==> config.mk <==
export PLATFORM = sky130hd
export DESIGN_NAME = cacheSubsystem
export DESIGN_NICKNAME = d
export VERILOG_FILES = /design/src/source/cachePkg.sv /design/src/source/uopIngress.sv /design/src/source/cacheController.sv /design/src/source/memController.sv /design/src/source/cacheSubsystem.sv
export SDC_FILE = /design/constraint.sdc
export NUM_CORES = 1
export LEC_CHECK = 0
export BUFFER_PORTS_ARGS = -buffer_cell sky130_fd_sc_hd__buf_2
export CORE_MARGIN = 4
export CORE_UTILIZATION = 50
export CTS_CLUSTER_SIZE = 28
export DETAILED_ROUTE_END_ITERATION = 12
export PLACE_DENSITY = 0.79
export SYNTH_ARGS = -nofsm -noshare
export SYNTH_HDL_FRONTEND = slang
export SYNTH_SLANG_ARGS = --single-unit
==> constraint.sdc <==
create_clock -name clk -period 18.9 [get_ports clk]
set_input_delay 5.67 -clock clk [delete_from_list [all_inputs] [get_ports clk]]
set_output_delay 5.67 -clock clk [all_outputs]
set_load 0.1 [all_outputs]
==> src/source/cachePkg.sv <==
`default_nettype none

package cachePkg;

    // 64-byte lines of 32-bit words
    localparam int LINE_BEATS = 16;
    localparam int TAG_BITS = 26;

    typedef struct packed {
        logic        valid;
        logic        exception;
        logic [5:0]  sqN;
        logic [31:0] addr;
    } AguUop;

    typedef struct packed {
        logic       taken;
        logic [5:0] sqN;
    } BranchProv;

    // we = 1 is writeback, we = 0 is fill
    typedef struct packed {
        logic        ce;
        logic        we;
        logic [9:0]  sramAddr;
        logic [31:0] extAddr;
    } LineReq;

    typedef enum logic [2:0] {
        Idle,
        Evict,
        WaitEvict,
        Fill,
        WaitFill
    } CtrlState;

    // Younger than a taken branch means flushed
    // Sequence numbers wrap, so compare the signed difference
    function automatic logic isFlushed(BranchProv br, logic [5:0] sqN);
        logic signed [5:0] diff;
        diff = sqN - br.sqN;
        return br.taken && (diff > 0);
    endfunction

endpackage

`default_nettype wire

==> src/source/uopIngress.sv <==
`default_nettype none

module uopIngress
    import cachePkg::*;
(
    input  logic      clk,
    input  logic      rst,
    input  AguUop     uopIn,
    input  BranchProv branch,
    input  logic      stall,
    output AguUop     stageUop
);

    AguUop stageReg;

    always_ff @(posedge clk) begin
        if (rst) begin
            stageReg.valid <= 1'b0;
        end else if (!stall) begin
            stageReg <= uopIn;
            if (isFlushed(branch, uopIn.sqN)) begin
                stageReg.valid <= 1'b0;
            end
        end else begin
            // Held micro-op can still be flushed
            if (isFlushed(branch, stageReg.sqN)) begin
                stageReg.valid <= 1'b0;
            end
        end
    end

    assign stageUop = stageReg;

    // Held entry only changes by losing its valid bit
    stageHoldsUnderStall: assert property (
        @(posedge clk) disable iff (rst)
        stall |=> (stageUop == $past(stageUop)) || !stageUop.valid
    );

endmodule

`default_nettype wire

==> src/source/cacheController.sv <==
`default_nettype none

module cacheController
    import cachePkg::*;
#(
    parameter int SIZE = 64
)
(
    input  logic      clk,
    input  logic      rst,
    input  AguUop     stageUop,
    input  BranchProv branch,
    input  logic      busy,
    output logic      stall,
    output AguUop     uopOut,
    output LineReq    lineReq
);

    localparam int IDX_W = $clog2(SIZE);
    localparam int BEAT_W = $clog2(LINE_BEATS);

    typedef struct packed {
        logic                valid;
        logic                used;
        logic [TAG_BITS-1:0] tag;
    } TagEntry;

    TagEntry tagTable [SIZE];

    CtrlState         state;
    AguUop            missUop;
    logic [IDX_W-1:0] sweepPtr;
    logic [IDX_W-1:0] victimIdx;

    logic             hit;
    logic [IDX_W-1:0] hitIdx;
    logic             reqDone;

    // Word index of the first beat of an entry in the data array
    function automatic logic [9:0] sramBase(logic [IDX_W-1:0] idx);
        return 10'({idx, {BEAT_W{1'b0}}});
    endfunction

    // Fully associative lookup
    always_comb begin
        hit = 1'b0;
        hitIdx = '0;
        for (int i = 0; i < SIZE; i++) begin
            if (tagTable[i].valid && tagTable[i].tag == stageUop.addr[31 -: TAG_BITS]) begin
                hit = 1'b1;
                hitIdx = IDX_W'(i);
            end
        end
    end

    // ce is still visible in the cycle before busy rises
    assign reqDone = !lineReq.ce && !busy;

    assign stall = (state != Idle);

    always_ff @(posedge clk) begin
        if (rst) begin
            state <= Idle;
            sweepPtr <= '0;
            missUop.valid <= 1'b0;
            uopOut.valid <= 1'b0;
            lineReq.ce <= 1'b0;
            for (int i = 0; i < SIZE; i++) begin
                tagTable[i].valid <= 1'b0;
                tagTable[i].used <= 1'b0;
            end
        end else begin
            uopOut.valid <= 1'b0;
            lineReq.ce <= 1'b0;

            if (isFlushed(branch, missUop.sqN)) begin
                missUop.valid <= 1'b0;
            end

            case (state)
                Idle: begin
                    if (stageUop.valid && !isFlushed(branch, stageUop.sqN)) begin
                        if (stageUop.exception || hit) begin
                            uopOut <= stageUop;
                            if (hit) begin
                                tagTable[hitIdx].used <= 1'b1;
                            end
                        end else begin
                            missUop <= stageUop;
                            state <= Evict;
                        end
                    end
                end

                // Clock sweep for a victim
                Evict: begin
                    if (!tagTable[sweepPtr].valid) begin
                        victimIdx <= sweepPtr;
                        state <= Fill;
                    end else if (tagTable[sweepPtr].used) begin
                        tagTable[sweepPtr].used <= 1'b0;
                        sweepPtr <= (sweepPtr == IDX_W'(SIZE - 1)) ? '0 : sweepPtr + 1'b1;
                    end else begin
                        // All resident lines are dirty
                        lineReq <= '{
                            ce: 1'b1,
                            we: 1'b1,
                            sramAddr: sramBase(sweepPtr),
                            extAddr: {tagTable[sweepPtr].tag, 6'b0}
                        };
                        tagTable[sweepPtr].valid <= 1'b0;
                        victimIdx <= sweepPtr;
                        state <= WaitEvict;
                    end
                end

                WaitEvict: begin
                    if (reqDone) begin
                        state <= Fill;
                    end
                end

                Fill: begin
                    lineReq <= '{
                        ce: 1'b1,
                        we: 1'b0,
                        sramAddr: sramBase(victimIdx),
                        extAddr: {missUop.addr[31 -: TAG_BITS], 6'b0}
                    };
                    tagTable[victimIdx].tag <= missUop.addr[31 -: TAG_BITS];
                    tagTable[victimIdx].used <= 1'b1;
                    state <= WaitFill;
                end

                WaitFill: begin
                    if (reqDone) begin
                        // Line becomes resident even if the waiter was flushed
                        tagTable[victimIdx].valid <= 1'b1;
                        if (missUop.valid && !isFlushed(branch, missUop.sqN)) begin
                            uopOut <= missUop;
                        end
                        missUop.valid <= 1'b0;
                        state <= Idle;
                    end
                end

                default: begin
                    state <= Idle;
                end
            endcase
        end
    end

    ceOnlyWhenIdle: assert property (
        @(posedge clk) disable iff (rst)
        lineReq.ce |-> !busy
    );

    noOutputDuringFill: assert property (
        @(posedge clk) disable iff (rst)
        (state == WaitFill) |-> !uopOut.valid
    );

endmodule

`default_nettype wire

==> src/source/memController.sv <==
`default_nettype none

module memController
    import cachePkg::*;
#(
    parameter int BEAT_GAP = 0
)
(
    input  logic        clk,
    input  logic        rst,
    input  LineReq      lineReq,
    output logic        busy,
    output logic        memValid,
    output logic        memWrite,
    output logic [31:0] memAddr
);

    localparam int BEAT_W = $clog2(LINE_BEATS);
    localparam int GAP_W = (BEAT_GAP > 0) ? $clog2(BEAT_GAP + 1) : 1;

    logic [BEAT_W-1:0] beatCnt;
    logic [GAP_W-1:0]  gapCnt;
    logic              lastBeat;

    assign lastBeat = (beatCnt == BEAT_W'(LINE_BEATS - 1));

    always_ff @(posedge clk) begin
        if (rst) begin
            busy <= 1'b0;
            memValid <= 1'b0;
            beatCnt <= '0;
            gapCnt <= '0;
        end else if (!busy) begin
            if (lineReq.ce) begin
                // First beat goes out right after the strobe
                busy <= 1'b1;
                memValid <= 1'b1;
                memWrite <= lineReq.we;
                memAddr <= {lineReq.extAddr[31:2], 2'b00};
                beatCnt <= '0;
                gapCnt <= '0;
            end
        end else if (memValid) begin
            if (lastBeat) begin
                busy <= 1'b0;
                memValid <= 1'b0;
            end else begin
                beatCnt <= beatCnt + 1'b1;
                memAddr <= memAddr + 32'd4;
                if (BEAT_GAP > 0) begin
                    memValid <= 1'b0;
                    gapCnt <= GAP_W'(BEAT_GAP - 1);
                end
            end
        end else begin
            // Idle cycles between beats
            if (gapCnt == '0) begin
                memValid <= 1'b1;
            end else begin
                gapCnt <= gapCnt - 1'b1;
            end
        end
    end

    // Requests must be line aligned and never overlap a burst
    requestWellFormed: assert property (
        @(posedge clk) disable iff (rst)
        lineReq.ce |-> !busy
            && lineReq.sramAddr[BEAT_W-1:0] == '0
            && lineReq.extAddr[5:0] == '0
    );

endmodule

`default_nettype wire

==> src/source/cacheSubsystem.sv <==
`default_nettype none

module cacheSubsystem
    import cachePkg::*;
#(
    parameter int SIZE = 4,
    parameter int BEAT_GAP = 0
)
(
    input  logic        clk,
    input  logic        rst,
    input  AguUop       uopIn,
    input  BranchProv   branch,
    output logic        stall,
    output AguUop       uopOut,
    output logic        memValid,
    output logic        memWrite,
    output logic [31:0] memAddr
);

    AguUop  stageUop;
    LineReq lineReq;
    logic   busy;

    uopIngress u_uopIngress (
        .clk      (clk),
        .rst      (rst),
        .uopIn    (uopIn),
        .branch   (branch),
        .stall    (stall),
        .stageUop (stageUop)
    );

    cacheController #(
        .SIZE (SIZE)
    ) u_cacheController (
        .clk      (clk),
        .rst      (rst),
        .stageUop (stageUop),
        .branch   (branch),
        .busy     (busy),
        .stall    (stall),
        .uopOut   (uopOut),
        .lineReq  (lineReq)
    );

    memController #(
        .BEAT_GAP (BEAT_GAP)
    ) u_memController (
        .clk      (clk),
        .rst      (rst),
        .lineReq  (lineReq),
        .busy     (busy),
        .memValid (memValid),
        .memWrite (memWrite),
        .memAddr  (memAddr)
    );

endmodule

`default_nettype wire

# Word-level counts from Yosys, hierarchy flattened
# Memory sizes are Yosys's and may differ from the RTL's. A register that Yosys moved wholly into a read port is not among the register bits.
# Cells that the tools add are included.
dict set report word_totals {
  input_bits 49
  wordCells 186
  mem_bits_rw 112
  reg_bits 201
  mem_bits_ro 0
  latch_bits 0
  n_memories 1
  out_inout_bits 75
}
# name depth width rd rd_clocked_by_memory_dff write_ports line_no
set memory_table {}
lappend memory_table {u_cacheController.tagTable 4 28 5 1 4 cacheController.sv:28} ;# TagEntry tagTable [SIZE];
dict set report op_classes {
  n_lt_le_gt_ge 3
  mul 0
  n_reduce_logical 34
  bitwise 4
  div 0
  eq_ne 24
  muxes 89
  n_shift 0
  addsub 7
}
# op count
set ops {}
lappend ops {{2-to-1 mux 40 bit} 6}
lappend ops {{2-to-1 mux 32 bit} 4}
lappend ops {{== test 26 bit} 4}
lappend ops {{2-to-1 mux 44 bit} 2}
lappend ops {{case mux 44 bit (2 select lines)} 1}
lappend ops {{2-to-1 mux 28 bit} 3}
lappend ops {{OR reduction 28 bit} 3}
lappend ops {{case mux 40 bit (2 select lines)} 1}
lappend ops {{2-to-1 mux 1 bit} 47}
lappend ops {{adder 32 x 3 -> 32 bit, second input constant} 1}
lappend ops {{2-to-1 mux 3 bit} 9}
lappend ops {{2-to-1 mux 2 bit} 10}
lappend ops {{> comparator 6 x 1 -> 1 bit, second input constant} 3}
lappend ops {{subtractor 6 bit} 3}
lappend ops {{2-to-1 mux 4 bit} 4}
lappend ops {{case mux 3 bit (5 select lines)} 1}
lappend ops {{inequality test 2 x 1 -> 1 bit, second input constant} 7}
lappend ops {{inequality test 2 bit, second input constant} 6}
lappend ops {{AND reduction 3 bit} 4}
lappend ops {{AND reduction 4 bit} 3}
lappend ops {{logical AND 1 bit} 10}
lappend ops {{== test 3 x 2 -> 1 bit, second input constant} 2}
lappend ops {{AND reduction 6 bit} 1}
lappend ops {{nonzero test 2 bit} 3}
lappend ops {{16 further kinds} 23}

# Longest topological paths before layout
# An unclocked memory read counts as a cell.
dict set report logic_depth {
  ltp_word 17
  depth_mapped 13
  mapped_depth_nobuf 12
}

# Hierarchy
# A second synthesis with hierarchy kept.
dict set report unflattened {
  hier_cells 1069
  area_unflattened_um2 14696.6
}
# module cells_each area_per_inst_um2 n_inst
set modules_own_cells {}
lappend modules_own_cells {cacheController 746 10921.7 1}
lappend modules_own_cells {memController 225 2135.8 1}
lappend modules_own_cells {uopIngress 98 1639.1 1}

# Least setup slack after synthesis
# No wires, ideal clock.
dict set report synth_timing {
  path_kind {input port to flip-flop}
  startpoint {in rst}
  endpoint {reg u_cacheController.uopOut[0] (netlist name)}
  stages 4
  arrival_time_ns 10.046
  path_buffers 1
  required_ns 18.451
  setup_slack_ns 8.405
  path_cell_list {clkbuf_1 -> nor2_1 -> o21ai_0 -> o22ai_1}
}
dict set report synth_between {
  elab_chain_cells 2
}
# element line_no
set synth_rtl {}
lappend synth_rtl {{start, declared} cacheSubsystem.sv:11} ;# input logic rst,
lappend synth_rtl {{NOT 1 bit (no line)} -}
lappend synth_rtl {{AND reduction 6 bit (no line)} -}
# Every way passes these cells.
# A chain may end at the register's enable or synchronous reset.

# Worst setup path in the final report
dict set report layout_timing {
  startpoint {in branch[1] (netlist name)}
  endpoint {reg u_cacheController.missUop[26] (netlist name) (enable)}
}
dict set report layout_between {
  elab_chain_cells 6
}
# element line_no
set layout_rtl {}
lappend layout_rtl {{start, declared} cacheSubsystem.sv:13} ;# input BranchProv branch,
lappend layout_rtl {{subtractor 6 bit} cachePkg.sv:41} ;# diff = sqN - br.sqN;
lappend layout_rtl {{> comparator 6 x 1 -> 1 bit} cachePkg.sv:42} ;# return br.taken && (diff > 0);
lappend layout_rtl {{logical AND 1 bit} cachePkg.sv:42}
lappend layout_rtl {{zero test 1 bit} cacheController.sv:82} ;# if (stageUop.valid && !isFlushed(branch, stageUop.sqN)) begin
lappend layout_rtl {{logical AND 1 bit} cacheController.sv:82}
lappend layout_rtl {{AND reduction 4 bit (no line)} -}
lappend layout_rtl {{end signal, assigned} cacheController.sv:89} ;# missUop <= stageUop;
lappend layout_rtl {{end, declared} cacheController.sv:31} ;# AguUop missUop;
# Every way passes these cells.

==> flow_results.org <==
** Timing
- Accumulated negative setup slack :: 0 ns
- Post-layout minimum cycle time :: 8.44 ns
- Tcrit/Tclk final :: 0.446
- Based on the critical path, the design can be clocked at up to 119 MHz.
- The number of hold-slack violations in the final timing report came to 0.
- The worst pin sits at a relative slew slack of 0.166.
- Setup slack on the critical path of the routed design comes to 10.46 ns.
- Fin. max-slew vios :: 0
- The clock arrives with 0.0195 ns of skew.
- Worst hold slack across all endpoints :: 0.422 ns
- For the pin with the worst max-slew slack, the measured transition is 1.25 ns.
- Final Setup Violations :: 0
- Setup repair after global routing left no endpoint under its margin.

** Layout
- Area Growth Syn to Fin :: 13.9%
- After routing the design area is 0.0158 mm2.
- Non-filler instance count after layout :: 1461
- Most common cell after layout, fill and taps aside :: sky130_fd_sc_hd__edfxtp_1
- At the end of the flow, the number of nets in the layout was 1136.
- 0 antenna diodes ended up in the layout.
- At the end of the flow the core is filled with cells to 0.583.
- Share of final-layout standard cells stronger than drive strength 1 :: 0.200
- In the layout the commonest cells are sky130_fd_sc_hd__edfxtp_1, sky130_fd_sc_hd__buf_2, sky130_fd_sc_hd__xnor2_1, sky130_fd_sc_hd__xor2_1, sky130_fd_sc_hd__a22o_1.

** Clocking
- CTS tree :: yes
- Hold repair after CTS inserted 0 buffers.
- # resized after CTS :: 0
- Counting the buffers created by CTS gives 31.
- Clock tree synthesis found a total of approximately 310 sinks.
- Clock-pin transition on the worst setup and hold timing paths :: 0.06 ns
- Maximum number of buffers from clock root to sink :: 3
- Max H-tree Level :: 1
- The number of setup buffers added after CTS is 0.
- Clock tree root buffer cell :: sky130_fd_sc_hd__clkbuf_16
- Latest clock arrival within the worst-skew pair :: 0.55 ns

** Detailed routing
- Post-detailed-route count of antenna-violating nets :: 0
- The first routing iteration left 745 violations.
- # DRC :: 0
- Summed over all layers, the routed wires come to 31100 um.
- Vias per Instance :: 5.79
- Routed WL per cell :: 21.3 um
- Number of detailed-route iterations in the first pass :: 5
- For this block, the via count after detailed routing is 8453.

** Pwr
- Leakage :: 5.26 nW
- Power spread over the standard cell area amounts to ~100 mW/mm2.
- Post-route total power :: 1.61 mW
- Share of total power consumed by net switching :: 0.261
- Share of total power in sequential cells :: 0.513
- Of the total power, combinational logic draws 0.127.
- Worst vdd ir :: 0.0783 mV
- The analysis attributes to net switching a power of roughly 0.42 mW.
- Clock group share of total power :: 0.360
- Internal power :: 1.19 mW

** Synthesis
- Top_reg_cell synth :: sky130_fd_sc_hd__edfxtp_1
- The share of synthesized area in the top cell type comes to 0.626.
- Share of async-settable or async-resettable flops after synthesis :: 0
- Cell type with the highest aggregate area in the netlist :: sky130_fd_sc_hd__edfxtp_1
- Sorting the synthesized cells by area gives the leading types as sky130_fd_sc_hd__edfxtp_1, sky130_fd_sc_hd__xnor2_1, sky130_fd_sc_hd__xor2_1, sky130_fd_sc_hd__a22o_1, sky130_fd_sc_hd__mux4_2.
- Synthesis produced a netlist whose cell count is 961.
- Sequential cell area fraction in the yosys report :: 0.651
- Cell area after technology mapping :: 0.0139 mm2
- Yosys mapped the design onto between 60 and 70 distinct sky130hd cell types.
- Yosys reg bits :: 306
- Dividing the synthesized area by the synthesized cell count gives 14.4 um2.
- EDFF count, synth :: about 290
- Warning count from the yosys run :: 0

** Hold path
- In this run the most critical hold path is launched from u_cacheController.lineReq[42]$_DFFE_PP_.
- Class of the most critical hold timing path :: flip-flop to flip-flop

** Worst setup path
- Crit path max fanout :: 39
- The worst setup path is captured at a flip-flop.
- The setup path with the least slack is of type input pin to flip-flop.
- Arrival time worst endpoint :: 8.59 ns
- Startpoint types :: input pin
- Data required time at the worst endpoint :: 19.05 ns
- In this run the critical register-to-register path is launched from u_memController.busy$_SDFF_PP0_.
- Crit path launch :: branch[1]

** Place
- Final HPWL from detailed placement :: between 20000 and 25000 um
- Post-placement cell count :: 1405
- Gpl congestion :: 0.913
- Setup slack at placement :: just under 10 ns
- In this run the cell area measured after placement is 0.0148 mm2.
- Buffers placed on the I/O ports in this run total 121.

** Floorplan
- In this run the horizontal extent of the chip is ~170 um.
- The initial utilization of the core area, before any placement, comes to 0.511.
- Number of placed I/O pins :: 124
- Number of core rows :: 60
- The total area inside the core boundary comes to 0.0271 mm2.
- Vert. Die Dim :: 175 um
- The die covers 0.0305 mm2.

** Global routing
- First-pass GRT wire length :: about 47000 um
- After global routing the overflow that remains totals 0.
- Pin count of the biggest net entering global routing :: 62
- Global Route Usage Sum :: 0.199
- The initial antenna violation count is 0.
- The via count of the first global-routing pass came to between 8k and 9k.

** Flow run
- Across the run, the number of max-cap violations was 0.

** Status
- Result of the run :: completed
flip-flops by register name (all words and copies together), names as in the netlist, named ones only:
signal / flops
u_memController.beatCnt: 4
u_cacheController.tagTable: 112
u_memController.memWrite: 1
u_cacheController.missUop: 40
u_memController.memValid: 1
u_cacheController.sweepPtr: 2
u_cacheController.lineReq: 28
u_cacheController.state: 3
u_memController.memAddr: 30
u_cacheController.uopOut: 40
u_memController.busy: 1
u_cacheController.victimIdx: 2
u_uopIngress.stageUop: 40
cell type report:
cell class                 instances  area, um2
tap                              372        465
clock buffer                      39        806
timing repair buffer             134        703
sequential                       306       9020
multi-input combinational        576       4580
inverter                          17       63.8
fill                            2095      11300
clock inverter                    17        155
routing by layer:
layer,global-route usage,share of wire
met1,0.279,0.41
met2,0.317,0.47
met3,0.0481,0.093
met4,0.0481,0.025
met5,0,0
power groups by stage:
stage | Clock, mW | Combinational, mW | Sequential, mW
2_1_floorplan | 0 | 0.138 | 0.845
5_1_grt | 0.617 | 0.219 | 0.831
4_1_cts | 0.591 | 0.205 | 0.826
6_report | 0.580 | 0.205 | 0.826
3_5_place_dp | 0 | 0.203 | 0.839
3_3_place_gp | 0 | 0.199 | 0.838
path summary, 6_finish.rpt:
check             depth (start not counted)  slack [ns]                                    endpoint
setup / recovery                         11       10.46     u_cacheController.missUop[26]$_DFFE_PP_
hold / removal                            0        0.42          u_memController.memWrite$_DFFE_PP_
setup reg to reg                         10       15.14  u_cacheController.tagTable[3][0]$_DFFE_PP_
hold reg to reg                           0        0.42          u_memController.memWrite$_DFFE_PP_
synth_stat cells (2+ instances only):
master                       n
sky130_fd_sc_hd__nor3b_1     2
sky130_fd_sc_hd__and3_1      6
sky130_fd_sc_hd__mux4_1      3
sky130_fd_sc_hd__nand2_1    22
sky130_fd_sc_hd__and2_1     33
sky130_fd_sc_hd__nor2_1     64
sky130_fd_sc_hd__fa_1        3
sky130_fd_sc_hd__or2_2       2
sky130_fd_sc_hd__dfxtp_1    17
sky130_fd_sc_hd__o21ai_1     5
sky130_fd_sc_hd__a31oi_1     2
sky130_fd_sc_hd__buf_2      11
sky130_fd_sc_hd__edfxtp_1  289
sky130_fd_sc_hd__mux4_2     25
sky130_fd_sc_hd__mux2i_1     3
sky130_fd_sc_hd__nand3_1    16
sky130_fd_sc_hd__xor2_1     67
sky130_fd_sc_hd__o31ai_1     3
sky130_fd_sc_hd__nand2b_1    6
sky130_fd_sc_hd__a21o_1      4
sky130_fd_sc_hd__clkbuf_1   43
sky130_fd_sc_hd__nor4_1     13
sky130_fd_sc_hd__buf_1       3
sky130_fd_sc_hd__o21ai_0     7
sky130_fd_sc_hd__or3_1       2
sky130_fd_sc_hd__o22ai_1     2
sky130_fd_sc_hd__buf_4       4
sky130_fd_sc_hd__nor3_1     22
sky130_fd_sc_hd__and4_1      3
sky130_fd_sc_hd__nand4_1    26
sky130_fd_sc_hd__inv_1      17
sky130_fd_sc_hd__a22o_1     65
sky130_fd_sc_hd__a21oi_1    40
sky130_fd_sc_hd__a21boi_1    4
sky130_fd_sc_hd__nor2b_1     6
sky130_fd_sc_hd__ha_1       18
sky130_fd_sc_hd__o21a_1      5
sky130_fd_sc_hd__xnor2_1    75
critical path: stages:
cell and delay (ns):
sky130_fd_sc_hd__buf_2 0.11, sky130_fd_sc_hd__inv_1 0.20, sky130_fd_sc_hd__ha_1 0.27, sky130_fd_sc_hd__nor2b_1 0.14, sky130_fd_sc_hd__o31a_1 0.26, sky130_fd_sc_hd__o21a_1 0.19
sky130_fd_sc_hd__o31ai_1 0.27, sky130_fd_sc_hd__o31ai_2 0.19, sky130_fd_sc_hd__nor2_1 0.18, sky130_fd_sc_hd__nand2_1 0.12, sky130_fd_sc_hd__nor2_4 0.94
kinds of logic (layout without fill, tap and decap cells):
| family | count (synthesis) | in the layout | synth area share |
|---|---|---|---|
| AOI/OAI and AO/OA | 149 | 149 | 0.0779 |
| xor gates and xnor gates | 142 | 142 | 0.0897 |
| adders and majority gates | 21 | 21 | 0.0206 |
| buffers and inverters | 80 | 207 | 0.0244 |
| DFF | 306 | 306 | 0.651 |
| muxes | 32 | 32 | 0.0493 |
| other | 1 | 2 | 0.000271 |
| and+or+nand+nor | 230 | 230 | 0.0873 |
(Power assumes the default switching activity.)
